==> src/gat_sdp_ram.sv <==
// ==============================
// Simple dual-port RAM
// Synchronous write, registered read
// with one cycle of latency
// ==============================

`timescale 1ns/10ps

module gat_sdp_ram #(
  parameter int DATA_W = 8,
  parameter int DEPTH  = 256
) (
  input  logic                     clk,
  input  logic                     rst_n,
  input  logic                     we,
  input  logic [$clog2(DEPTH)-1:0] waddr,
  input  logic [DATA_W-1:0]        wdata,
  input  logic [$clog2(DEPTH)-1:0] raddr,
  output logic [DATA_W-1:0]        rdata
);

  logic [DATA_W-1:0] mem [DEPTH];

  // Write port
  always_ff @(posedge clk) begin
    if (we) begin
      mem[waddr] <= wdata;
    end
  end

  // Read port, output register
  always_ff @(posedge clk or negedge rst_n) begin
    if (!rst_n) begin
      rdata <= '0;
    end else begin
      rdata <= mem[raddr];
    end
  end

endmodule

==> config.mk <==
export PLATFORM = sky130hd
export DESIGN_NAME = gat_sdp_ram
export DESIGN_NICKNAME = d
export VERILOG_FILES = /design/src/gat_sdp_ram.sv
export SDC_FILE = /design/constraint.sdc
export NUM_CORES = 2
export LEC_CHECK = 0
export ABC_AREA = 1
export BUFFER_PORTS_ARGS = -buffer_cell sky130_fd_sc_hd__buf_2
export CORE_UTILIZATION = 25
export DETAILED_ROUTE_END_ITERATION = 12
export GPL_TIMING_DRIVEN = 0
export SYNTH_ARGS = -nofsm -noshare
export SYNTH_HDL_FRONTEND = slang
export SYNTH_SLANG_ARGS = --single-unit
==> constraint.sdc <==
create_clock -name clk -period 2.3 [get_ports clk]
set_input_delay 0.23 -clock clk [delete_from_list [all_inputs] [get_ports clk]]
set_output_delay 0.23 -clock clk [all_outputs]
set_load 0.1 [all_outputs]
Word-level counts from Yosys, hierarchy flattened
Memories as Yosys holds them, arrays and structs flattened. A register that Yosys moved wholly into a read port is not among the register bits. Index checks and enable logic that the tools add are counted.

Bits in registers: 0. Bits of input ports: 27. Memories kept: 1. RAM bits: 2048.

Muxes and demuxes: 2. Reduce and logical (&&, ||, !) cells: 1.

Memory list: mem (words 256, bits a word 8, read ports 1, clocked after Yosys merged registers in 1, write ports 1, line 22) `logic [DATA_W-1:0] mem [DEPTH];`.

Operators with widths (number): $mux 1 (2); $logic_not 1->1 (1).

Depth between registers and ports, before layout
Depth after elaboration: 2. Gate-level depth with buffers: 15.

Worst setup path before layout
Ideal clock, no wire load.

Path type: input port to flip-flop. From: in we. To: mem mem[197][0] (enable). Arrival: 1343 ps. Slack: 587 ps. Cell stages on the path: 4. Library setup time: 370 ps. Path buffers: 2. Path through: clkbuf_1 -> nand3_1 -> clkbuf_1 -> nor2_1.

Cells in the longest elaborated chain, start to end: 2.

Ends and longest elaborated chain: start: declaration (line 15) `input logic we,`; $mux 1 (line 26) `if (we) begin`; $mux 1 (implied by the code) (line 27) `mem[waddr] <= wdata;`; end: declaration (line 22).

No other way between the ends.

Worst setup path after layout
From: in we. To: mem mem[176][0] (enable).

Same word-level chain as after synthesis.

==> flow_results.org <==
** Critical path
- Class of the most critical setup path :: input port to flop
- Of all nets on the critical path, the largest fanout is 10.
- The critical path starts at we.
- Worst-case register-to-register setup slack :: 0.13 ns
- Data on the critical path arrives at its endpoint at 3.02 ns.
- In this run the critical register-to-register path is launched from mem[104][2].
- Critical path's slowest cell :: nor2_1
- The number of cells on the worst reg-to-reg path is 10.
- STA puts the critical path data required time at 2.78 ns.
- In this design, the stage delay of the slowest critical-path cell is 0.93 ns.
- Cell breakdown of the critical path :: clkbuf_1 > nand2_1 > clkbuf_2 > nor2_1
- The worst setup path is launched from an input port.
- The endpoint identified for the worst register-to-register timing path is rdata[2].
- CP Capture Type :: flop

** Route
- The detailed router finished its first iteration with 9,710 violations.
- Per-cell via count in the routed design :: 5.095
- After detailed routing, the average wire length per cell comes to 26.34 microns.
- Total number of vias :: 60,270
- The count of nets left with antenna violations once routing finished came out at 0.
- DRC Markers :: 0
- WL final :: 311,600 microns
- The pre-antenna-repair detailed-routing pass consisted of 6 iterations.

** Timing
- Across all hold checks on the routed design, the worst slack comes to 0.2296 ns.
- Timing would allow up to 392.5 MHz.
- Worst path setup slack after routing :: -0.2479 ns
- The final number of hold-violating endpoints came to 0.
- Across the routed clock network, the largest skew measured is 0.06332 ns.
- Number of setup violations in the final report :: 227
- Unrepaired setup endpoints after global routing :: yes
- Slew at the pin closest to its max-slew limit :: 1.229 ns
- The worst pin sits at a relative slew slack of 17.79%.
- Number of pins exceeding their max-slew limit in the final report :: 0
- Dividing the final minimum period by the clock period gives 110.8%.
- Setup TNS after final layout :: -16.36 ns
- Min cycle time layout :: 2.548 ns

** Finish
- Layout cells sized above 1 :: 9.629%
- Post-synthesis to final-layout area growth :: 15.82%
- The finished layout holds 11,830 standard cells, fillers aside.
- The library cells used most frequently in the layout, excluding fill and tap cells, are 2,122 x nand2_1, 2,048 x edfxtp_1, 2,019 x nand3_1.
- For this run, the post-layout net count is 7,296.
- The finished cells cover 0.09649 sq mm.
- Most common cell after layout, fill and taps aside :: nand2_1
- Number of fill cells :: 33,610

** GRT
- The total overflow left after global routing is 0.
- Global routing used 18.08% of the available tracks.
- Via count of the first global-routing pass :: 55,380
- Largest net degree at the start of global routing :: 123
- The first global-routing pass estimated 429,300 microns of wire.
- The number of antenna violations at the first check in global routing came to 26.

** Yosys
- Synthesis produced a netlist whose cell count is 7,002.
- The number of nets handed over by synthesis was 7,029.
- Number of distinct standard cells referenced by the synthesized netlist :: 14
- After synthesis, flip-flops and latches occupy 74.06% of the total area.
- The synthesized design contains 2,056 register bits.
- During synthesis, Yosys emitted a total of 0 warnings.
- Synth Area per Inst :: 11.90 sq um
- Cell area after synthesis :: 0.08331 sq mm

** Min path
- The worst hold path begins at raddr[6].
- The tightest min-delay check is of the input port to flop type.
- Along the worst hold path, the cell count comes to 5.
- The worst hold path terminates at rdata[7].

** Clocking
- Buffers inserted during clock tree synthesis total 203.
- TritonCTS built the clock tree.
- The H-tree was split into 4 levels.
- The clock reaches the later pin of the worst-skew pair after 0.89 ns.
- Buffers from clock root to sink, at most :: 3
- CTS placed an instance of clkbuf_16 at the clock tree root.
- Counting every sink on the clock net gives 2,056.
- Clock slew at the register clock pins of the worst setup and hold paths :: 0.06 ns
- Number of buffers inserted by post-CTS setup repair :: 0

** Pwr
- Total power for the finished layout comes to 80.82 mW.
- LEAKAGE :: 32.92 nW
- In this run the power density over the cells is 837.6 mW/mm^2.
- Across the VDD grid, the largest voltage drop is 0.6962 mV.

** Placed design
- Count of placed standard cells including taps :: 11,420
- Summed over all nets, the half-perimeter wirelength after detailed placement is 212,200 microns.
- Post-place instance area :: 0.08962 sq mm
- At the end of routability-driven placement, the weighted congestion stood at 1.002.
- Port buffering added 27 buffers.

** Status
- Failing checks :: negative setup slack
- The flow ran to the end, but the final reports show violations.

** Floorplanning
- Number of placement rows :: 211
- For this configuration, the core starts out at a cell density of 25.17%.
- 35 I/O pins were placed.
- The floorplan step defined a die boundary enclosing 0.3356 sq mm.
- The die is 579.3 microns tall.
- After floorplanning, the core was sized to cover 0.3311 sq mm.
- The die is 579.3 microns wide.

** Flow run
- The tool flagged a number of max-cap violations equal to 0.
[kinds of logic after synthesis]
group                  after synthesis  share of synthesized area (%)
AND/OR/NAND/NOR                   4424                          22.97
buffers and inverters              522                          2.977
flip-flops                        2056                          74.06
[final cells by class]
cell class	instances	area (sq um)	share of cell area (%)
repair buffers	62	933.4	0.9673
plain buffers	483	2461	2.551
multi-input cells	4424	19160	19.86
clock inverters	120	1205	1.249
diodes	29	72.57	0.07521
clock buffers	252	5348	5.542
inverters	39	148.9	0.1543
flip-flops and latches	2056	61700	63.94
well taps	4366	5463	5.661
[through the flow]
| step | util, % | setup WS, ns |
|---|---|---|
| after global routing | 29.13 | -0.08840 |
| after floorplan | - | 0.5867 |
| after CTS | 29.11 | 0.005642 |
| after detailed placement | 27.07 | -1.527 |
| final | 29.15 | -0.2479 |
| after global placement | 26.86 | -2.971 |
[worst max-delay path by stage]
stage	endpoint	slack, ns	cells after the start
final	mem[176][0]	-0.25	4
after global routing	mem[176][0]	-0.09	7
after CTS	rdata[0]	0.006	12
after detailed placement	rdata[5]	-1.53	11
after global placement	mem[150][4]	-2.97	1
after floorplan	mem[197][0]	0.59	4
[power breakdown]
part	switching (mW)	internal, mW
registers	0.0235	41.3
logic	4.81	1.25
clock network	14.6	18.8
[registers in the layout, indices dropped and copies added (netlist names)]
signal  count
mem      2048
rdata       8
[routing by layer]
layer / wire [microns] / up-vias / share of wire, % / global-route usage, %
met1: 117100 / 29610 / 38 / 23.28
met5: 209 / - / 0.067 / 0.2411
li1: - / 25470 / - / -
met2: 136600 / 4350 / 44 / 27.36
met4: 19700 / 16 / 6.3 / 10.80
met3: 37930 / 828 / 12 / 4.614
[timing repair]
item                                    CTS  global route
endpoints found under the setup margin   18           102
cloned                                    0             0
resized for setup                        37            37
hold buffers                             11             0
hold endpoints to repair                472             0
pin swaps                                 0             0
[critical path, delay by kind of cell]
| kind | cells | cell delay, ns |
|---|---|---|
| buf+inv | 2 | 1.22 |
| simple gates | 2 | 1.55 |
[cells in the mapped netlist]
library cell / number / share of area, %
buf_1: 47 / 0.21
buf_2: 294 / 1.8
buf_4: 32 / 0.29
buf_6: 4 / 0.054
clkbuf_1: 106 / 0.48
dfrtp_1: 8 / 0.24
edfxtp_1: 2048 / 74
inv_1: 36 / 0.16
inv_2: 2 / 0.0090
inv_4: 1 / 0.0075
nand2_1: 2122 / 9.6
nand3_1: 2019 / 12
nor2_1: 281 / 1.3
nor3_1: 2 / 0.012
Note: power is estimated with default switching activity, not from simulation.
