**src/gat_config.svh**
```systemverilog
// ==============================
// GAT feature-by-weight stage
// Widths and depths shared by the
// memories, weight bank and engine
// ==============================

`ifndef GAT_CONFIG_SVH
`define GAT_CONFIG_SVH

// Feature and weight width
`define GAT_DATA_WIDTH       8
// Accumulator and Wh element width
`define GAT_WH_DATA_WIDTH    16

// Matrix shape
`define GAT_NUM_FEATURE_IN   8
`define GAT_NUM_FEATURE_OUT  4

// Subgraph limits
`define GAT_MAX_NODES        8
`define GAT_NUM_SUBGRAPHS    8

// Memory depths
`define GAT_FEAT_DEPTH       512
`define GAT_WH_DEPTH         64

`endif

```
**src/gat_pkg.sv**
```systemverilog
// ==============================
// GAT shared types
// Data, address and state types for
// the Wh stage
// ==============================

`include "gat_config.svh"

package gat_pkg;

  // Data words
  typedef logic signed [`GAT_DATA_WIDTH-1:0]    feat_t;
  typedef logic signed [`GAT_WH_DATA_WIDTH-1:0] wh_elem_t;

  // One output row, lane 0 in the top bits
  typedef logic [`GAT_NUM_FEATURE_OUT*`GAT_WH_DATA_WIDTH-1:0] wh_row_t;
  typedef logic [$clog2(`GAT_MAX_NODES+1)-1:0]               num_node_t;

  // Stored result: row, node count, source flag at bit 0
  typedef logic [$bits(wh_row_t)+$bits(num_node_t):0] wh_word_t;

  // Addresses
  typedef logic [$clog2(`GAT_FEAT_DEPTH)-1:0]    feat_addr_t;
  typedef logic [$clog2(`GAT_NUM_SUBGRAPHS)-1:0] sg_addr_t;
  typedef logic [$clog2(`GAT_WH_DEPTH)-1:0]      wh_addr_t;

  // All lane weights of one input feature, lane 0 on top
  typedef logic [`GAT_NUM_FEATURE_OUT*`GAT_DATA_WIDTH-1:0] weight_row_t;

  typedef enum logic [1:0] {IDLE, RUN, DRAIN, DONE} wh_state_t;

endpackage

```
**src/weight_bank.sv**
```systemverilog
// ==============================
// Weight bank
// Flop array of W with single-weight
// writes and a full-row parallel read
// ==============================

`timescale 1ns/10ps
`include "gat_config.svh"

module weight_bank (
  input  logic                                    clk,
  input  logic                                    rst_n,
  input  logic                                    we,
  input  logic [$clog2(`GAT_NUM_FEATURE_IN)-1:0]  row,
  input  logic [$clog2(`GAT_NUM_FEATURE_OUT)-1:0] col,
  input  gat_pkg::feat_t                          wdata,
  input  logic [$clog2(`GAT_NUM_FEATURE_IN)-1:0]  rd_row,
  output gat_pkg::weight_row_t                    rd_data
);
  import gat_pkg::*;

  localparam int NFI = `GAT_NUM_FEATURE_IN;
  localparam int NFO = `GAT_NUM_FEATURE_OUT;
  localparam int DW  = `GAT_DATA_WIDTH;

  // Row index is the input feature, column is the output lane
  feat_t w_q [NFI][NFO];

  always_ff @(posedge clk or negedge rst_n) begin
    if (!rst_n) begin
      for (int r = 0; r < NFI; r++) begin
        for (int c = 0; c < NFO; c++) begin
          w_q[r][c] <= '0;
        end
      end
    end else if (we) begin
      w_q[row][col] <= wdata;
    end
  end

  // All lanes of one feature at once, lane 0 on top
  always_comb begin
    for (int c = 0; c < NFO; c++) begin
      rd_data[(NFO-1-c)*DW +: DW] = w_q[rd_row][c];
    end
  end

endmodule

```
**config.mk**
```make
export PLATFORM = sky130hd
export DESIGN_NAME = weight_bank
export DESIGN_NICKNAME = d
export VERILOG_FILES = /design/src/gat_pkg.sv /design/src/weight_bank.sv
export VERILOG_INCLUDE_DIRS = /design/src
export SDC_FILE = /design/constraint.sdc
export NUM_CORES = 1
export LEC_CHECK = 0
export ABC_AREA = 0
export BUFFER_PORTS_ARGS = -buffer_cell sky130_fd_sc_hd__buf_2
export CAP_MARGIN = 20
export CORE_ASPECT_RATIO = 0.75
export CORE_UTILIZATION = 35
export DETAILED_ROUTE_END_ITERATION = 8
export PLACE_DENSITY = 0.48
export SYNTH_ARGS = -nofsm -noshare
export SYNTH_HDL_FRONTEND = slang
export SYNTH_SLANG_ARGS = --single-unit
```
**constraint.sdc**
```tcl
create_clock -name clk -period 1.4 [get_ports clk]
set_input_delay 0.07 -clock clk [delete_from_list [all_inputs] [get_ports clk]]
set_output_delay 0.07 -clock clk [all_outputs]
set_load 0.05 [all_outputs]
```
* Yosys cells after proc, flatten, opt, wreduce, memory -nomap -nowiden
Cells that the tools add are included.
** Word-level totals
- Memories kept :: 0
- Input bits :: 19
- ROM bits :: 0
- Output and inout bits :: 32
- Bits in writable memories :: 0
- Bits in latches :: 0
- Register bits :: 256
- Logic and storage cells :: 50
** Operators by class
- $mul :: 0
- Muxes and demuxes :: 8
- $add $sub $neg :: 0
- Bitwise operators :: 3
- Equality and inequality tests :: 0
- Magnitude comparators :: 5
- Shift-type cells :: 0
- Divide/modulo/power cells :: 0
- Reduce and logical (&&, ||, !) cells :: 2
** Operator list (count)
- bitwise mux 256 bit :: 1
- binary-select mux 32 bit (select 3 bit) :: 1
- demux 32 bit (select 3 bit) :: 1
- 2-to-1 mux 32 bit :: 3
- demux 8 bit (select 2 bit) :: 1
- >= comparator 4 bit (second input constant) :: 2
- 2-to-1 mux 8 bit :: 1
- inverter 3 -> 4 bit :: 2
- < comparator 4 x 1 -> 1 bit (second input constant) :: 1
- >= comparator 3 bit (second input constant) :: 1
- < comparator 3 x 1 -> 1 bit (second input constant) :: 1
- inverter 2 -> 3 bit :: 1
- logical AND 1 bit :: 2

* Depth between registers and ports, before layout
Gate-level depths: netlist of the first run.
- Depth in word-level cells :: 8
- Mapped depth :: 5
- Mapped depth without buffers :: 3

* Worst setup path before layout of the first run
No wires, ideal clock.
- Kind :: input port to output port
- Start point :: input port rd_row[0]
- End point :: output port rd_data[0]
- Stages :: 4
- Required time :: 1330 ps
- Path buffers :: 2
- Arrival time :: 1493 ps
- Path slack :: -163 ps
- Cell sequence :: buf_2 buf_2 mux4_2 mux2_2
** On the way
- Longest elaborated chain between the ends :: 4
** Ends and longest elaborated chain
- start: declaration :: line weight_bank.sv:17 : input logic [$clog2(`GAT_NUM_FEATURE_IN)-1:0] rd_row,
- inverter 3 -> 4 bit (implied by the code) :: line weight_bank.sv:44 : rd_data[(NFO-1-c)*DW +: DW] = w_q[rd_row][c];
- binary-select mux 32 bit (select 3 bit) :: line weight_bank.sv:44
- 2-to-1 mux 32 bit (2 in a row)
- end: declaration :: line weight_bank.sv:18 : output gat_pkg::weight_row_t rd_data
Every way passes these cells. The select of a mux whose other input is x is not followed.

* Final worst setup path of the first run
- Start point :: register w_q[51] (netlist bit)
- End point :: output port rd_data[19]
** On the way
- Longest elaborated chain between the ends :: 3
** Ends and longest elaborated chain
- start: declaration :: line weight_bank.sv:27 : feat_t w_q [NFI][NFO];
- start signal: indexed assignment :: line weight_bank.sv:37 : w_q[row][col] <= wdata;
- binary-select mux 32 bit (select 3 bit) :: line weight_bank.sv:44
- 2-to-1 mux 32 bit (implied by the code) :: line weight_bank.sv:44
- 2-to-1 mux 32 bit
Every way passes these cells. The select of a mux whose other input is x is not followed.

==> results of run 1 <==
==> synthesized netlist by cell type (all sizes together) <==
cell	number
buf	23
nor2	12
mux4	64
and3	3
mux2	288
clkbuf	34
nor4b	1
nand2	12
and4bb	3
or3	3
dfrtp	256
nand4b	3
nor2b	5
nor3	1
nand2b	4
nand4	1
==> metal layers <==
layer / wire length (microns) / up-vias / global-route usage (%)
li1: - / 2885 / -
met1: 13500 / 3571 / 25.5
met2: 13100 / 92 / 27.0
met3: 1090 / 42 / 3.05
met4: 504 / 0 / 3.47
met5: 0 / - / 0
==> power by group through the flow <==
stage	Combinational (uW)	Sequential, uW	Clock, uW
final	4880	9550	7750
after global routing	5190	9720	8330
after CTS	4880	9540	7960
after detailed placement	4270	9660	0
after global placement	4140	9600	0
after floorplan	3310	9400	0
==> worst max-delay path: cells and delay by family (launching register included) <==
family | cells | cell delay, ns
mux | 2 | 0.78
flops | 1 | 0.39
buf+inv | 1 | 0.15
==> logic make-up after synthesis <==
kind of cell | count (synthesis) | share of synthesized area [%]
buf+inv | 57 | 2.07
flops | 256 | 55.0
mux | 352 | 40.2
simple gates | 48 | 2.77
==> layout by cell type, fill, tap and decap left out, drive strengths merged <==
cell | netlist | routed
nor4b | 1 | 1
clkbuf | 34 | 42
and3 | 3 | 3
or3 | 3 | 3
nor2b | 5 | 5
dfrtp | 256 | 256
mux2 | 288 | 288
nand4 | 1 | 1
and4bb | 3 | 3
nor2 | 12 | 12
clkinv | 0 | 7
dlygate4sd3 | 0 | 1
nor3 | 1 | 1
mux4 | 64 | 64
nand2b | 4 | 4
bufinv | 0 | 3
diode | 0 | 2
nand2 | 12 | 12
nand4b | 3 | 3
buf | 23 | 133
==> area by class of cell <==
cell class                 instances  area share, %
clock buffer                      42           5.86
tap                              442           3.79
sequential                       256           43.9
antenna                            2         0.0343
timing repair buffer             134           10.5
multi-input combinational        400           35.0
clock inverter                    10          0.883
==> stage by stage <==
stage          hold WS [ns]  cell area, sq um  std cells  total power [uW]  setup TNS (ns)
3_5_place_dp         0.0356             13200       1222             13900           -8.77
3_3_place_gp         0.0258             13200       1222             13700           -8.30
6_report             0.0654             14600       1286             22200          -16.29
5_1_grt              0.0851             14600       1285             23200          -18.09
2_1_floorplan        -0.226             11700        713             12700               0
4_1_cts              0.0704             14500       1279             22400          -17.20
==> timing repair <==
action / CTS / global route
hold buffers: 1 / 0
setup buffers: 4 / 5
resized for setup: 100 / 5
endpoints found under the setup margin: 32 / 32
hold endpoints to repair: 256 / 0
==> final timing paths <==
path	start	to
hold / removal	rst_n	w_q[230]
min in group clk	wdata[1]	w_q[201]
setup reg to reg	w_q[95]	w_q[95]
hold reg to reg	w_q[88]	w_q[88]
max in group asynchronous	rst_n	w_q[123]
setup / recovery	w_q[51]	rd_data[19]
==> summary.md, run 1 <==
| Metric | Value |
|---|---|
| Library cell with the largest summed area after synthesis | `dfrtp_1` |
| Post-synthesis instance area | `roughly 12000 sq um` |
| Deepest level of the CTS H-tree | `1` |
| Count of unresolved DRC violations after routing | `0` |
| Die outline width | `roughly 210 microns` |
| Multi-input logic area | `5110 sq um` |
| Category of the worst setup path capture point | `output port` |
| Vias per inst | `approximately 5` |
| Wire length per cell | `roughly 22 microns` |
| Area share of the largest cell type after synthesis | `55.0%` |
| Flip-flop count of the largest register after layout | `around 260` |
| Placed wire-length estimate | `17800 microns` |
| P per Cell Area | `approximately 1500 nW/um^2` |
| Count of pins on the block boundary | `51` |
| Startpoint type of the worst setup path | `flop` |
| Switching pwr | `about 5900 uW` |
| Count of unique library cells instantiated by Yosys | `21` |
| Count of warnings emitted by yosys | `0` |
| Final hold violations | `0` |
| CTS tree | `yes` |
| Relative slew slack | `54.5%` |
| RSZ-0062 raised after global routing | `true` |
| Total die area | `34000 sq um` |
| Final worst setup slack | `-0.542 ns` |
| CTS sink count | `256` |
| Share of total power in the clock network | `35.0%` |
| Final-report max-slew violation count | `0` |
| Share of total power in combinational logic | `between 20% and 30%` |
| Max Root-Sink Buffers | `3` |
| Utilization after layout | `44.8%` |
| Register-to-Register Setup Slack | `0.38 ns` |
| Worst Skew | `0 ns` |
| Antenna violations before repair | `1` |
| Flop pwr share | `~43%` |
| Fin crit period | `about 1.9 ns` |
| Fill cell instance count of the final layout | `about 2900` |
| Registers with the most flip-flops | `w_q (256)` |
| Global-route wire length before repair | `44500 microns` |
| Share of synthesized area occupied by flip-flops and latches | `55.0%` |
| Total overflow reported by the global router | `0` |
| Via count of the first global-routing pass | `approximately 7200` |
| Number of antenna-violating nets in the routed design | `0` |
| Fin nets | `839` |
| Share of cells above drive strength 1 | `approximately 62%` |
| Violated checks | `setup timing` |
| Number of search-and-repair iterations in the first detailed-routing pass | `4` |
| Initial Util | `35.8%` |
| Synthesized area divided by synthesized cell count | `about 16 sq um` |
| Outcome | `finished with violations` |
| Max-capacitance violation count | `0` |
| Start-to-end type of the worst setup path | `reg2out` |
| Synthesized instance count | `between 700 and 800` |
| Weighted congestion at the end of routability-driven global placement | `around 0.77` |
| Static Leakage | `0.00658 uW` |
| Critical path, cell by cell | `mux4_2 > mux2_4 > buf_6` |
| Post-route clock period utilization | `139%` |
| Largest register by flop count | `w_q` |
| Post-synth net total | `roughly 730` |
| Maximum number of pins on one net before global-route repair | `61` |
| Number of synthesized register bits | `256` |
| Sequential cell area | `about 6400 sq um` |
| Total Routing Usage GR | `17.4%` |
| Maximum single-stage delay on the critical path | `0.49 ns` |
| Core ar. | `32600 sq um` |
| Clock-pin slew of the registers on the worst-case setup and hold paths | `0.06 ns` |
| Detailed Route WL | `roughly 28000 microns` |
| Number of buffers inserted by port buffering | `50` |
| Kind of path behind the tightest hold check | `in2async` |
| Number of cell rows | `57` |
| Master cell of the clock root buffer | `clkbuf_16` |
| Layout overhead on the synthesized area | `25.2%` |
| Max FO, Critical Path | `2` |
| Worst-case setup slack after placement | `-0.286 ns` |
| Clock network latency to the later pin of the worst-skew pair | `0.54 ns` |
| Fraction of power spent switching nets | `between 20% and 30%` |
| Vertical extent of the die | `~160 microns` |
| Final count of negative-setup-slack endpoints | `32` |
| CTS Buf Count | `28` |
| CP required | `roughly 1.3 ns` |
| Crit-path slowest cell | `mux4_2` |
| Maximum VDD drop | `0.983 mV` |
| DRT iter0 DRCs | `between 200 and 300` |
| Via total after detailed routing | `6590` |
| Logic depth of the worst register-to-register path | `3` |
| Data arrival at the endpoint of the critical path | `1.87 ns` |
| Internal Dissipation | `around 16000 uW` |
| Leading cell types by total area after synthesis | `dfrtp_1 55%, mux2_2 25%, mux4_2 12%` |
| Actual slew at the worst max-slew pin | `0.683 ns` |
| Achievable Freq | `0.515 GHz` |
No activity file was read; power rests on OpenSTA's default activity.
==> inputs of run 2 (changes only) <==
TNS_END_PERCENT = 50   (was unset)
==> run 2 against run 1 <==
Net effect: the run still ends with setup timing left; setup slack improved by 0.0044 ns; total power is 0.51% lower; sequential power barely moved; via count decreased by 0.23%; utilization fell by 0.21 points; final cell count down 0.16%; die area did not move; critical path type unchanged; critical endpoint unchanged; largest cell class unchanged; largest power group unchanged.
==> summary.md, run 2 (synthesis results as in run 1) <==
| Metric | Value |
|---|---|
| Worst path top cell family by delay | `multiplexers` |
| Flop pwr share | `43.3%` |
| Data arrival at the endpoint of the critical path | `1.87 ns` |
| Start-to-end type of the worst setup path | `reg2out` |
| Startpoint type of the worst setup path | `flop` |
| Clock network latency to the later pin of the worst-skew pair | `0.54 ns` |
| Registers with the most flip-flops | `w_q (256)` |
| CP required | `1.33 ns` |
| Wire length per cell | `21.9 microns` |
| Final-report max-slew violation count | `0` |
| Register-to-Register Setup Slack | `0.48 ns` |
| Achievable Freq | `0.516 GHz` |
| Fin nets | `approximately 840` |
| Violated checks | `setup timing` |
| Vertical extent of the die | `160 microns` |
| Category of the worst setup path capture point | `output port` |
| Non-filler cells in the finished layout | `1284` |
| Share of total power in the clock network | `35.1%` |
| Metal2 WL | `13100 microns` |
| Met3 wirelength from detailed routing | `1180 microns` |
| Cell Area, Placed | `13200 sq um` |
| Critical path, cell by cell | `mux4_2 > mux2_4 > buf_6` |
| Internal Dissipation | `16200 uW` |
| Count of unresolved DRC violations after routing | `0` |
| P per Cell Area | `1520 nW/um^2` |
| Flip-flop count of the largest register after layout | `about 260` |
| Worst Skew | `0 ns` |
| Antenna violations before repair | `1` |
| Outcome | `finished with violations` |
| Fraction of power spent switching nets | `26.5%` |
| Wire length the detailed router placed on met1 | `13300 microns` |
| Commonest non-fill, non-tap cells in the layout | `256 x dfrtp_1, 240 x mux2_2, 64 x mux4_2` |
| Total die area | `roughly 34000 sq um` |
| Final hold violations | `0` |
| Maximum single-stage delay on the critical path | `0.49 ns` |
| Via count of the first global-routing pass | `roughly 7000` |
| Initial Util | `35.8%` |
| Kind of path behind the tightest hold check | `in2async` |
| Weighted congestion at the end of routability-driven global placement | `0.766` |
| Total Routing Usage GR | `17.3%` |
| Crit-path slowest cell | `mux4_2` |
| Uppermost metal layer occupied by signal nets | `met4` |
| Post-route clock period utilization | `138%` |
| Count of pins on the block boundary | `slightly above 50` |
| Placed wire-length estimate | `17800 microns` |
| Via total after detailed routing | `6575` |
| Deepest level of the CTS H-tree | `1` |
| Fin crit period | `1.94 ns` |
| Worst-case setup slack after placement | `-0.286 ns` |
| Core ar. | `32600 sq um` |
| Max-capacitance violation count | `0` |
| Static Leakage | `0.00654 uW` |
| Max Root-Sink Buffers | `3` |
| Largest register by flop count | `w_q` |
| Number of cells in the design after placement | `around 1200` |
| Max FO, Critical Path | `2` |
| Share of total power in combinational logic | `a little over a fifth` |
| CTS sink count | `256` |
| Switching pwr | `5840 uW` |
| Commonest non-fill, non-tap cell in the layout | `dfrtp_1` |
| Final std cell area, no fill | `14500 sq um` |
| Detailed Route WL | `28200 microns` |
| Number of cell rows | `57` |
| Final worst setup slack | `-0.537 ns` |
| Global-route wire length before repair | `approximately 44000 microns` |
| RSZ-0062 raised after global routing | `true` |
| CTS Buf Count | `28` |
| Hold Slack | `0.0630 ns` |
| Actual slew at the worst max-slew pin | `0.681 ns` |
| Vias per inst | `5.12` |
| Number of buffers inserted by port buffering | `50` |
| Number of search-and-repair iterations in the first detailed-routing pass | `4` |
| Total overflow reported by the global router | `0` |
| Die outline width | `213 microns` |
| Master cell of the clock root buffer | `clkbuf_16` |
| Relative slew slack | `54.6%` |
| Maximum VDD drop | `0.978 mV` |
| CTS tree | `yes` |
| Clock-pin slew of the registers on the worst-case setup and hold paths | `roughly 0.060 ns` |
| Total design power | `22100 uW` |
| Share of cells above drive strength 1 | `61.6%` |
| Fill cell instance count of the final layout | `2873` |
| Worst path bufs/invs | `1` |
| Maximum number of pins on one net before global-route repair | `61` |
| Layout overhead on the synthesized area | `24.6%` |
| Final count of negative-setup-slack endpoints | `32` |
| DRT iter0 DRCs | `270` |
| Number of antenna-violating nets in the routed design | `0` |
## run 2: cell types whose count changed in the layout (fill, tap and decap cells not counted), sizes merged
cell and change:
diode +1, buf -3
## run 2: path summary, 6_finish.rpt
path,startpoint,endpoint,depth (start not counted)
max reg2reg,w_q[93],w_q[93],2
min reg2reg,w_q[88],w_q[88],1
min,rst_n,w_q[230],2
min in group clk,wdata[1],w_q[201],2
max,w_q[51],rd_data[19],3
max in group asynchronous,rst_n,w_q[123],3
## run 2: power by group through the flow
| stage | clock network, uW | registers, uW | logic, uW |
|---|---|---|---|
| floorplan | 0 | 9400 | 3310 |
| global placement | 0 | 9600 | 4140 |
| detailed placement | 0 | 9660 | 4270 |
| CTS | 7960 | 9540 | 4780 |
| global route | 8330 | 9720 | 5080 |
| finish | 7750 | 9550 | 4770 |
## run 2: metrics by stage
stage / setup TNS, ns / util [%]
after floorplan: 0 / -
after global placement: -8.30 / 40.4
after detailed placement: -8.77 / 40.4
after CTS: -17.22 / 44.4
after global routing: -18.09 / 44.5
final: -16.24 / 44.6
## run 2: routing by layer
layer	track usage, %	vias up
met5	0	-
met1	25.3	3556
met3	3.07	42
li1	-	2873
met4	3.47	0
met2	27.0	104
## run 2: timing repair
action	CTS	global route
endpoints found under the hold margin	256	0
setup buffers	3	3
resized for setup	84	8
hold buffers	1	0
pin swaps	0	0
endpoints found under the setup margin	32	32
## run 2: layout make-up
class	count	area, sq um	area share [%]
Antenna cell	3	7.51	0.0517
Multi-Input combinational cell	400	5090	35.0
Tap cell	442	553	3.81
Clock inverter	10	129	0.887
Clock buffer	42	855	5.88
Timing Repair Buffer	131	1490	10.2
Sequential cell	256	6410	44.1
