`src/gat_config.svh`:
```
// ==============================
// GAT feature-by-weight stage
// Widths and depths shared by the
// memories, weight bank and engine
// ==============================

`ifndef GAT_CONFIG_SVH
`define GAT_CONFIG_SVH

// Feature and weight width
`define GAT_DATA_WIDTH       8
// Accumulator and Wh element width
`define GAT_WH_DATA_WIDTH    16

// Matrix shape
`define GAT_NUM_FEATURE_IN   8
`define GAT_NUM_FEATURE_OUT  4

// Subgraph limits
`define GAT_MAX_NODES        8
`define GAT_NUM_SUBGRAPHS    8

// Memory depths
`define GAT_FEAT_DEPTH       512
`define GAT_WH_DEPTH         64

`endif

```
`src/gat_pkg.sv`:
```
// ==============================
// GAT shared types
// Data, address and state types for
// the Wh stage
// ==============================

`include "gat_config.svh"

package gat_pkg;

  // Data words
  typedef logic signed [`GAT_DATA_WIDTH-1:0]    feat_t;
  typedef logic signed [`GAT_WH_DATA_WIDTH-1:0] wh_elem_t;

  // One output row, lane 0 in the top bits
  typedef logic [`GAT_NUM_FEATURE_OUT*`GAT_WH_DATA_WIDTH-1:0] wh_row_t;
  typedef logic [$clog2(`GAT_MAX_NODES+1)-1:0]               num_node_t;

  // Stored result: row, node count, source flag at bit 0
  typedef logic [$bits(wh_row_t)+$bits(num_node_t):0] wh_word_t;

  // Addresses
  typedef logic [$clog2(`GAT_FEAT_DEPTH)-1:0]    feat_addr_t;
  typedef logic [$clog2(`GAT_NUM_SUBGRAPHS)-1:0] sg_addr_t;
  typedef logic [$clog2(`GAT_WH_DEPTH)-1:0]      wh_addr_t;

  // All lane weights of one input feature, lane 0 on top
  typedef logic [`GAT_NUM_FEATURE_OUT*`GAT_DATA_WIDTH-1:0] weight_row_t;

  typedef enum logic [1:0] {IDLE, RUN, DRAIN, DONE} wh_state_t;

endpackage

```
`src/wh_engine.sv`:
```
// ==============================
// Wh engine
// Walks subgraphs, nodes and features,
// runs the MAC lanes for Wh = H x W and
// emits one tagged row per node
// ==============================

`timescale 1ns/10ps
`include "gat_config.svh"

module wh_engine (
  input  logic                                   clk,
  input  logic                                   rst_n,
  input  logic                                   start,
  input  logic [$bits(gat_pkg::sg_addr_t):0]     num_subgraphs,
  output logic                                   busy,
  output logic                                   done,
  output gat_pkg::feat_addr_t                    feat_raddr,
  input  gat_pkg::feat_t                         feat_rdata,
  output gat_pkg::sg_addr_t                      nn_raddr,
  input  gat_pkg::num_node_t                     nn_rdata,
  output logic [$clog2(`GAT_NUM_FEATURE_IN)-1:0] w_rd_row,
  input  gat_pkg::weight_row_t                   w_rd_data,
  output logic                                   wh_valid,
  output gat_pkg::wh_word_t                      wh_data,
  output gat_pkg::wh_addr_t                      wh_waddr
);
  import gat_pkg::*;

  localparam int NFI   = `GAT_NUM_FEATURE_IN;
  localparam int NFO   = `GAT_NUM_FEATURE_OUT;
  localparam int IDX_W = $clog2(NFI);
  localparam int DW    = `GAT_DATA_WIDTH;
  localparam int WHW   = `GAT_WH_DATA_WIDTH;

  wh_state_t                   state;
  wh_state_t                   state_nxt;
  logic [$bits(sg_addr_t):0]   num_sg_q;
  sg_addr_t                    sg_idx;
  num_node_t                   node_cnt;
  logic [IDX_W-1:0]            feat_idx;
  logic                        launch;
  logic                        issue;
  logic                        row_end;
  logic                        sg_end;
  logic                        run_end;
  // Pipeline markers
  logic                        vld_d1;
  logic                        vld_d2;
  logic                        last_d1;
  logic                        last_d2;
  logic [IDX_W-1:0]            idx_d1;
  logic [IDX_W-1:0]            idx_d2;
  // Datapath
  feat_t                       feat_q;
  feat_t                       w_lane [NFO];
  wh_elem_t                    prod [NFO];
  wh_elem_t                    acc [NFO];
  wh_row_t                     wh_row;
  num_node_t                   num_node_d1;
  num_node_t                   num_node_d2;
  num_node_t                   num_node_q;
  logic                        src_d1;
  logic                        src_d2;
  logic                        src_q;

  // ==============================
  // Sequencer
  // ==============================
  assign launch  = start && ((state == IDLE) || (state == DONE));
  assign issue   = (state == RUN);
  assign row_end = (feat_idx == IDX_W'(NFI - 1));
  assign sg_end  = row_end && (node_cnt == nn_rdata - 1'b1);
  assign run_end = sg_end && ({1'b0, sg_idx} == num_sg_q - 1'b1);

  always_comb begin
    state_nxt = state;
    case (state)
      IDLE, DONE: begin
        if (start) begin
          // Nothing to walk for an empty batch
          state_nxt = (num_subgraphs == '0) ? DONE : RUN;
        end else begin
          state_nxt = IDLE;
        end
      end
      RUN:     if (run_end) state_nxt = DRAIN;
      // Last row out and nothing left behind it
      DRAIN:   if (wh_valid && !vld_d1 && !vld_d2) state_nxt = DONE;
      default: state_nxt = IDLE;
    endcase
  end

  always_ff @(posedge clk or negedge rst_n) begin
    if (!rst_n) begin
      state      <= IDLE;
      num_sg_q   <= '0;
      sg_idx     <= '0;
      node_cnt   <= '0;
      feat_idx   <= '0;
      feat_raddr <= '0;
    end else begin
      state <= state_nxt;
      if (launch) begin
        num_sg_q   <= num_subgraphs;
        sg_idx     <= '0;
        node_cnt   <= '0;
        feat_idx   <= '0;
        feat_raddr <= '0;
      end else if (issue) begin
        feat_raddr <= feat_raddr + 1'b1;
        if (row_end) begin
          feat_idx <= '0;
          if (sg_end) begin
            node_cnt <= '0;
            sg_idx   <= sg_idx + 1'b1;
          end else begin
            node_cnt <= node_cnt + 1'b1;
          end
        end else begin
          feat_idx <= feat_idx + 1'b1;
        end
      end
    end
  end

  assign nn_raddr = sg_idx;
  assign busy     = (state == RUN) || (state == DRAIN);
  assign done     = (state == DONE);

  // ==============================
  // Row markers and write address
  // ==============================
  always_ff @(posedge clk or negedge rst_n) begin
    if (!rst_n) begin
      vld_d1   <= 1'b0;
      vld_d2   <= 1'b0;
      last_d1  <= 1'b0;
      last_d2  <= 1'b0;
      idx_d1   <= '0;
      idx_d2   <= '0;
      wh_valid <= 1'b0;
      wh_waddr <= '0;
    end else begin
      vld_d1   <= issue;
      vld_d2   <= vld_d1;
      last_d1  <= issue && row_end;
      last_d2  <= last_d1;
      idx_d1   <= feat_idx;
      idx_d2   <= idx_d1;
      wh_valid <= last_d2;
      if (launch) begin
        wh_waddr <= '0;
      end else if (wh_valid) begin
        wh_waddr <= wh_waddr + 1'b1;
      end
    end
  end

  // ==============================
  // MAC lanes
  // ==============================
  assign w_rd_row = idx_d2;

  always_comb begin
    for (int j = 0; j < NFO; j++) begin
      w_lane[j] = w_rd_data[(NFO-1-j)*DW +: DW];
      prod[j]   = feat_q * w_lane[j];
    end
  end

  always_ff @(posedge clk) begin
    feat_q      <= feat_rdata;
    // Tag sampled at stage 0, where nn_rdata belongs to the current subgraph
    num_node_d1 <= nn_rdata;
    src_d1      <= (node_cnt == '0);
    num_node_d2 <= num_node_d1;
    src_d2      <= src_d1;
    if (last_d2) begin
      num_node_q <= num_node_d2;
      src_q      <= src_d2;
    end
    if (vld_d2) begin
      for (int j = 0; j < NFO; j++) begin
        // Restart on feature 0, otherwise wrap-around accumulate
        acc[j] <= (idx_d2 == '0) ? prod[j] : wh_elem_t'(acc[j] + prod[j]);
      end
    end
  end

  always_comb begin
    for (int j = 0; j < NFO; j++) begin
      wh_row[(NFO-1-j)*WHW +: WHW] = acc[j];
    end
  end

  assign wh_data = {wh_row, num_node_q, src_q};

endmodule

```
`config.mk`:
```
export PLATFORM = sky130hd
export DESIGN_NAME = wh_engine
export DESIGN_NICKNAME = d
export VERILOG_FILES = /design/src/gat_pkg.sv /design/src/wh_engine.sv
export VERILOG_INCLUDE_DIRS = /design/src
export SDC_FILE = /design/constraint.sdc
export NUM_CORES = 1
export LEC_CHECK = 0
export BUFFER_PORTS_ARGS = -buffer_cell sky130_fd_sc_hd__buf_2
export CAP_MARGIN = 25
export CORE_UTILIZATION = 60
export DETAILED_ROUTE_END_ITERATION = 10
export HOLD_SLACK_MARGIN = 0.02
export MAX_ROUTING_LAYER = met4
export PLACE_DENSITY = 0.88
export SETUP_SLACK_MARGIN = 0.4
export SYNTH_ARGS = -nofsm -noshare
export SYNTH_HDL_FRONTEND = slang
export SYNTH_SLANG_ARGS = --single-unit
```
`constraint.sdc`:
```
create_clock -name clk -period 7.31 [get_ports clk]
set_clock_uncertainty 0.2 [all_clocks]
set_input_delay 0.731 -clock clk [delete_from_list [all_inputs] [get_ports clk]]
set_output_delay 0.731 -clock clk [all_outputs]
set_load 0.005 [all_outputs]
```
# Yosys cells after proc, flatten, opt, wreduce, memory -nomap -nowiden
# Memory sizes are Yosys's and may differ from the RTL's.
# Index checks and enable logic that the tools add are counted.
# word_totals
ff_bits,65
mem_bits_rw,64
inputBits,51
n_memories,1
# memory_table
memory,depth,word_bits,rd,rd_ports_with_merged_regs,write_ports,line,source
acc,4,16,4,0,4,wh_engine.sv:58,wh_elem_t acc [NFO];
# op_classes
add_sub_neg,11
multipliers,4
n_eq_ne,8
n_mux,26
n_reduce_logical,22
# op_table
operator,count
$add 16x16->16,4
$mul 8x8->16,4
$mux 16,4
$mux 3,7
$mux 9,2
$mux 4,4
$mux 6,2
$add 9x1->9 const B,1
$logic_not 4->1,2
$mux 2,4
$reduce_bool 2->1,4
$sub 4x1->4 const B,2
$add 3x1->3 const B,2
$add 6x1->6 const B,1
$logic_and 1x1->1,6
$pmux 2 s3,1
$add 4x1->4 const B,1
$eq 2x2->1 const B,2
$eq 3x4->1,1
$eq 4x4->1,1
$reduce_and 2->1,2
$eq 3x3->1 const B,1
$logic_not 3->1,1
$reduce_and 3->1,1
other kinds (8),11

# Logic depth before layout (Yosys ltp)
# Gate-level depths: netlist (run 1).
# logic_depth
depth_word,7
ltp_mapped,26
mapped_depth_nobuf,24

# Worst setup path after synthesis (run 1)
# OpenSTA, ideal clock, no wires.
# synth_timing
path_type,input to register
start,input w_rd_data[10]
end,memory acc[2][15] (netlist bit) (data pin)
setup_ps,260
t_arrival_ps,5813
setup_slack_ps,1037
cell_stages,23
path_buffers,0
cell_sequence,and2_1 > fa_1 > inv_1 > fa_1 > inv_1 > fa_1 > inv_1 > fa_1 > inv_1 > ha_1 > a21oi_1 > a21oi_1 > o41ai_1 > o21ai_0 > xor2_1 > ha_1 > nand2_1 > o21ai_0 > or2_2 > mux2i_1 > a2111oi_2 > xnor2_1 > xnor2_1
# synth_lines
item,line,source
from (decl),wh_engine.sv:23,"input gat_pkg::weight_row_t w_rd_data,"
to (decl),wh_engine.sv:58,

==> flow_summary.toml, run 1 <==
[status]
status = "finished clean"

[sta]
fmax_mhz = 154
hold_violations = 0
min_period_ps = 6480
min_period_over_period_pct = 88.7
rsz0062_at_grt = "false"
report.final.slew_viol_count = 0
worst_pin_slew_ps = 1030
finalSetupViolCount = 0
holdWs_ps = 124
fin_tns_setup_ps = 0
slew_headroom_pct = 31.2

[floorplan]
die_h_um = 173
initial_core_util_pct = 61.0
rows = 62
die_area_mm2 = 0.0300
ioPinCount = 144
chipWidth_um = 173
coreArea_mm2 = 0.0288

[synthesis]
seq_area_frac_synth_pct = 19.8
yosysUniqueCellTypes = 62
ys_seq_elements = 129
ys_warn_count = 0
synth_ff_type = "edfxtp_1"
synth_edf_count = 69
synthTopCellsByArea = "fa_1 26%, ha_1 14%, edfxtp_1 12%, inv_1 7.3%, and2_1 6.0%"
yosys.area.top_type_share_pct = 25.5
syn-num-nets = 2350
syn_inst = 1883
synth_area_mm2 = 0.0176
async_flop_share_pct = 32.6
yosysTopAreaCell = "fa_1"
syn_area_per_cell_um2 = 9.33

[clock_network]
cts_root_buf = "clkbuf_16"
cts.sinks = 129
clk_pin_slew_ps = 70
hold_buffers = 0
cts_buffers = 17
cts_tree = "done"
clk-insertion-delay-late_ps = 430
cts.path.max_buffers = 2
htreeDepth = 4

[global_routing]
grt_overflow_total = 0
grt_max_degree = 65
grt_pass1_wl_um = 66900
antenna_found_initial = 4
grt_pass1_vias = 14200
grtUsageTotal_pct = 28.3

[hold_path]
holdPathStages = 0
hp-class = "flop to flop"

[place]
port_buffers = 143
dp.final_hpwl_um = 31100
gp_congestion = 0.918

[worst_setup_path]
startpoint_type = "flop"
r2r_cells = 24
path_cells = "buf_4, and2_1, fa_1, inv_1, fa_1, inv_1, fa_1, inv_1, fa_1, inv_1, ha_1, a211oi_1, o21ai_0, o21ai_0, o21ai_0, xor2_1, ha_1, a21oi_1, o21a_1, nor2b_1, a31oi_1, o31ai_1, o221ai_1, xor2_1"
required_ps = 7280
cp.depth = 24
slowest_delay_ps = 550
crit_family = "adder cells"
critPathBufInv = 5
critPathMaxFanout = 24
slowest_stage = "fa_1"
endpoint_kind = "flop"
crit_arrival_ps = 6450
worstSetupPathType = "flop to flop"

[routing]
wl_per_cell_um = 16.4
antenna_left = 0
first_pass_iters = 5
drc = 0
wirelength_um = 39600
via_per_inst = 5.57
drt-initial-drc-count = 678
dr_total_vias = 13500

[finish]
drive_above_1_share_pct = 10.4
most-common-layout-cells = "343 x inv_1, 224 x fa_1, 192 x ha_1"
fin_util_pct = 67.1
area_delta_synth_final_pct = 9.95
fill_cells = 2171
fin_nets = 2481
final_common_cell = "inv_1"

[run]
cap_violations = 0
==> flip-flops by register name, summed over array words and instances, names as in the netlist <==
name and flops:
feat_idx 3, wh_waddr 6, src_d1 1, last_d2 1, last_d1 1, feat_raddr 9, nn_raddr 3, num_sg_q 4
state 2, feat_q 8, vld_d2 1, vld_d1 1, src_q 1, node_cnt 4, idx_d1 3, num_node_q 4
w_rd_row 3, num_node_d1 4, wh_valid 1, src_d2 1, acc 64, num_node_d2 4
==> worst reg2reg max path, stage by stage, from the launching register on <==
cell	delay [ps]
dfxtp_1	470
buf_4	310
and2_1	210
fa_1	530
inv_1	60
fa_1	550
inv_1	60
fa_1	520
inv_1	60
fa_1	480
inv_1	50
ha_1	330
a211oi_1	300
o21ai_0	130
o21ai_0	160
o21ai_0	190
xor2_1	240
ha_1	320
a21oi_1	140
o21a_1	200
nor2b_1	200
a31oi_1	110
o31ai_1	110
o221ai_1	160
xor2_1	160
==> routing by layer <==
layer	wire length, um	vias to the layer above	share of wire, %	global-route usage (%)
met5	0	-	0	-
met4	743	0	1.9	8.33
met2	20200	441	51	48.9
met1	16000	6657	40	34.3
li1	-	6303	-	-
met3	2620	69	6.6	4.40
==> area by class of cell <==
cell class | instances | area (um2) | share of cell area (%)
multi-input cells | 1366 | 12600 | 65.4
flip-flops and latches | 129 | 3480 | 18.0
inverters | 343 | 1290 | 6.67
repair buffers | 157 | 826 | 4.28
well taps | 384 | 480 | 2.49
clock buffers | 20 | 479 | 2.48
clock inverters | 12 | 104 | 0.538
diodes | 6 | 15.0 | 0.0778
==> path summary, 6_finish.rpt <==
check / start / to / slack [ps]
setup / recovery: feat_q[5] / acc[3][15] / 830
hold / removal: src_d1 / src_d2 / 120
setup reg to reg: feat_q[5] / acc[3][15] / 830
hold reg to reg: src_d1 / src_d2 / 120
max in group asynchronous: rst_n / vld_d2 / 6070
min in group asynchronous: rst_n / nn_raddr[1] / 230
==> what timing repair did <==
item | in CTS | in global routing
hold endpoints to repair | 0 | 0
gates resized for setup | 0 | 1
endpoints found under the setup margin | 0 | 1
buffers inserted | 0 | 0
==> per-stage QoR <==
step	instance area, um2	worst slack, ps	std cells
CTS	19300	814	2410
global placement	18700	602	2378
global route	19300	492	2413
detailed placement	18700	412	2378
finish	19300	826	2417
floorplan	17600	1040	1883
==> synth_stat cells, types with 30 or more instances <==
| library cell | number |
|---|---|
| ha_1 | 192 |
| clkbuf_1 | 41 |
| edfxtp_1 | 69 |
| dfrtp_1 | 42 |
| xor2_1 | 52 |
| inv_1 | 343 |
| o21ai_0 | 80 |
| a21o_1 | 30 |
| nand2_1 | 157 |
| fa_1 | 224 |
| nor2_1 | 91 |
| and2_1 | 169 |
| a21oi_1 | 88 |
| xnor2_1 | 91 |
==> logic make-up (layout without fill, tap and decap cells) <==
logic type      count (synthesis)  after routing  share of synthesized area [%]
compound gates                291            291                           10.4
buf+inv                       388            532                           8.31
other cells                     0              6                              0
flops                         129            129                           19.8
xor+xnor                      143            143                           7.13
simple gates                  500            500                           14.2
mux                            16             16                          0.962
fa+ha+maj                     416            416                           39.2
Power of run 1 is left out: the tool's default activity adds up to more than one toggle a clock period on the data nets, which glitch-free logic cannot reach.
==> inputs of run 2 (changes only) <==
--- a/config.mk
+++ b/config.mk
@@ -9,6 +9,7 @@
 export BUFFER_PORTS_ARGS = -buffer_cell sky130_fd_sc_hd__buf_2
 export CAP_MARGIN = 25
 export CORE_UTILIZATION = 60
+export CTS_BUF_LIST = sky130_fd_sc_hd__clkbuf_4
 export DETAILED_ROUTE_END_ITERATION = 10
 export HOLD_SLACK_MARGIN = 0.02
 export MAX_ROUTING_LAYER = met4
==> constraint.sdc (replaced) <==
create_clock -name clk -period 7.31 [get_ports clk]
set_clock_uncertainty 0.2 [all_clocks]
set_input_delay 0.731 -clock clk [delete_from_list [all_inputs] [get_ports clk]]
set_output_delay 0.731 -clock clk [all_outputs]
set_load 0.01 [all_outputs]
==> run 2 against run 1 <==
Compared with the run above: die area unchanged; cell area decreased by 1.1%; global-route usage decreased by 0.42 points; clock-buffer cell count decreased by 2; setup slack improved by 14 ps; critical path type unchanged; critical endpoint is now acc[2][15]; largest cell class unchanged; highest routed layer unchanged.
==> flow_summary.toml, run 2 (synthesized netlist as in run 1, its figures left out) <==
[global_routing]
grt_overflow_total = 0
grt_pass1_wl_um = 66000
grt_pass1_vias = 14200
antenna_found_initial = 3
grt_max_degree = 65
grtUsageTotal_pct = 27.9

[routing]
via_per_inst = 5.55
drt-initial-drc-count = 705
wl_per_cell_um = 16.1
first_pass_iters = 6
dr_total_vias = 13400
antenna_left = 0
wirelength_um = 39100
drc = 0

[sta]
worst_pin_slew_ps = 1030
finalSetupViolCount = 0
fin_tns_setup_ps = 0
min_period_over_period_pct = 88.5
report.final.slew_viol_count = 0
fmax_mhz = 155
rsz0062_at_grt = "false"
hold_violations = 0
min_period_ps = 6470
slew_headroom_pct = 31.3

[clock_network]
clk-insertion-delay-late_ps = 570
cts.sinks = 129
clk_pin_slew_ps = 150
postCtsSetupBuffers = 0
cts_tree = "done"
cts_root_buf = "clkbuf_4"
htreeDepth = 4
cts.path.max_buffers = 2
cts_buffers = 17

[floorplan]
ioPinCount = 144
coreArea_mm2 = 0.0288
rows = 62
die_h_um = 173
initial_core_util_pct = 61.0
die_area_mm2 = 0.0300
chipWidth_um = 173

[finish]
most-common-layout-cells = "343 x inv_1, 224 x fa_1, 192 x ha_1"
final_common_cell = "inv_1"
largest_register_ffs = 64
top_register = "acc"
fill_cells = 2222
drive_above_1_share_pct = 10.4
reg.largest.list = "acc x64, feat_raddr x9, feat_q x8"
fin_nets = 2488
area_delta_synth_final_pct = 8.69

[worst_setup_path]
startpoint_type = "flop"
path_common_cell = "fa_1"
required_ps = 7460
worstSetupPathType = "flop to flop"
critPathMaxFanout = 25
slowest_delay_ps = 540
crit_arrival_ps = 6620
slowest_stage = "dfxtp_1"
endpoint_kind = "flop"
path_cells = "buf_4, nor2_1, fa_1, fa_1, fa_1, inv_1, fa_1, inv_1, ha_1, o21ai_0, a21oi_1, o41ai_1, o21ai_0, xor2_1, ha_1, nand2_1, o21ai_0, or2_2, mux2i_1, a2111oi_2, xnor2_1, xnor2_1"

[place]
dp.final_hpwl_um = 31100
gp_congestion = 0.918
port_buffers = 143

[status]
status = "finished clean"

[run]
cap_violations = 0

[hold_path]
hp-class = "input port to async pin"
-- run 2: cell count changes in the layout (fill, tap and decap cells not counted) --
| cell | previous run | this run |
|---|---|---|
| dfxtp_2 | 0 | 1 |
| o41ai_1 | 0 | 1 |
| dfxtp_1 | 18 | 17 |
| clkbuf_4 | 0 | 18 |
| clkbuf_1 | 1 | 0 |
| dlygate4sd3_1 | 0 | 7 |
| clkbuf_16 | 19 | 0 |
| bufinv_16 | 0 | 2 |
| o41ai_2 | 2 | 1 |
-- run 2: final timing paths --
path                                  start             end  slack, ps  cells after the start
worst min-delay path                  rst_n     wh_waddr[2]         80                      1
max in group asynchronous             rst_n          vld_d2       6210                      1
worst max-delay path              feat_q[2]      acc[2][15]        840                     22
worst max register to register    feat_q[2]      acc[2][15]        840                     22
min in group clk                nn_rdata[1]  num_node_d1[1]         90                      1
worst min register to register       src_d1          src_d2        140                      0
-- run 2: layout make-up --
cell class | count | area, um2 | share of cell area, %
diodes | 6 | 15.0 | 0.0787
clock buffers | 18 | 135 | 0.708
clock inverters | 14 | 164 | 0.859
inverters | 343 | 1290 | 6.75
multi-input cells | 1366 | 12600 | 66.1
flip-flops and latches | 129 | 3490 | 18.3
well taps | 384 | 480 | 2.52
repair buffers | 164 | 896 | 4.69
-- run 2: metrics by stage --
stage	area, um2	setup slack, ps	hold WS (ps)	instances	utilization, %
after floorplan	17600	1040	110	1883	-
after global placement	18700	602	110	2378	64.9
after detailed placement	18700	412	112	2378	64.9
after CTS	19100	805	31.8	2417	66.2
after global routing	19100	428	46.6	2421	66.3
final	19100	841	76.6	2424	66.3
-- run 2: routing by layer --
layer	wire length (um)	global-route usage, %
met2	19600	47.9
met1	16100	33.7
met4	881	8.30
met5	0	-
met3	2500	4.60
-- run 2: repair_timing --
action | CTS | global route
hold buffers | 7 | 0
resized for setup | 0 | 1
hold endpoints to repair | 7 | 0
endpoints found under the setup margin | 0 | 1
-- run 2: worst max-delay path, delay by kind of cell (launching register included) --
| kind | cells | cell delay (ps) |
|---|---|---|
| AOI/OAI and AO/OA | 6 | 1570 |
| xor gates and xnor gates | 3 | 450 |
| adders and majority gates | 6 | 2590 |
| buffers and inverters | 3 | 460 |
| DFF | 1 | 540 |
| muxes | 1 | 70 |
| and+or+nand+nor | 3 | 370 |
Power of run 2 is left out for the same reason.
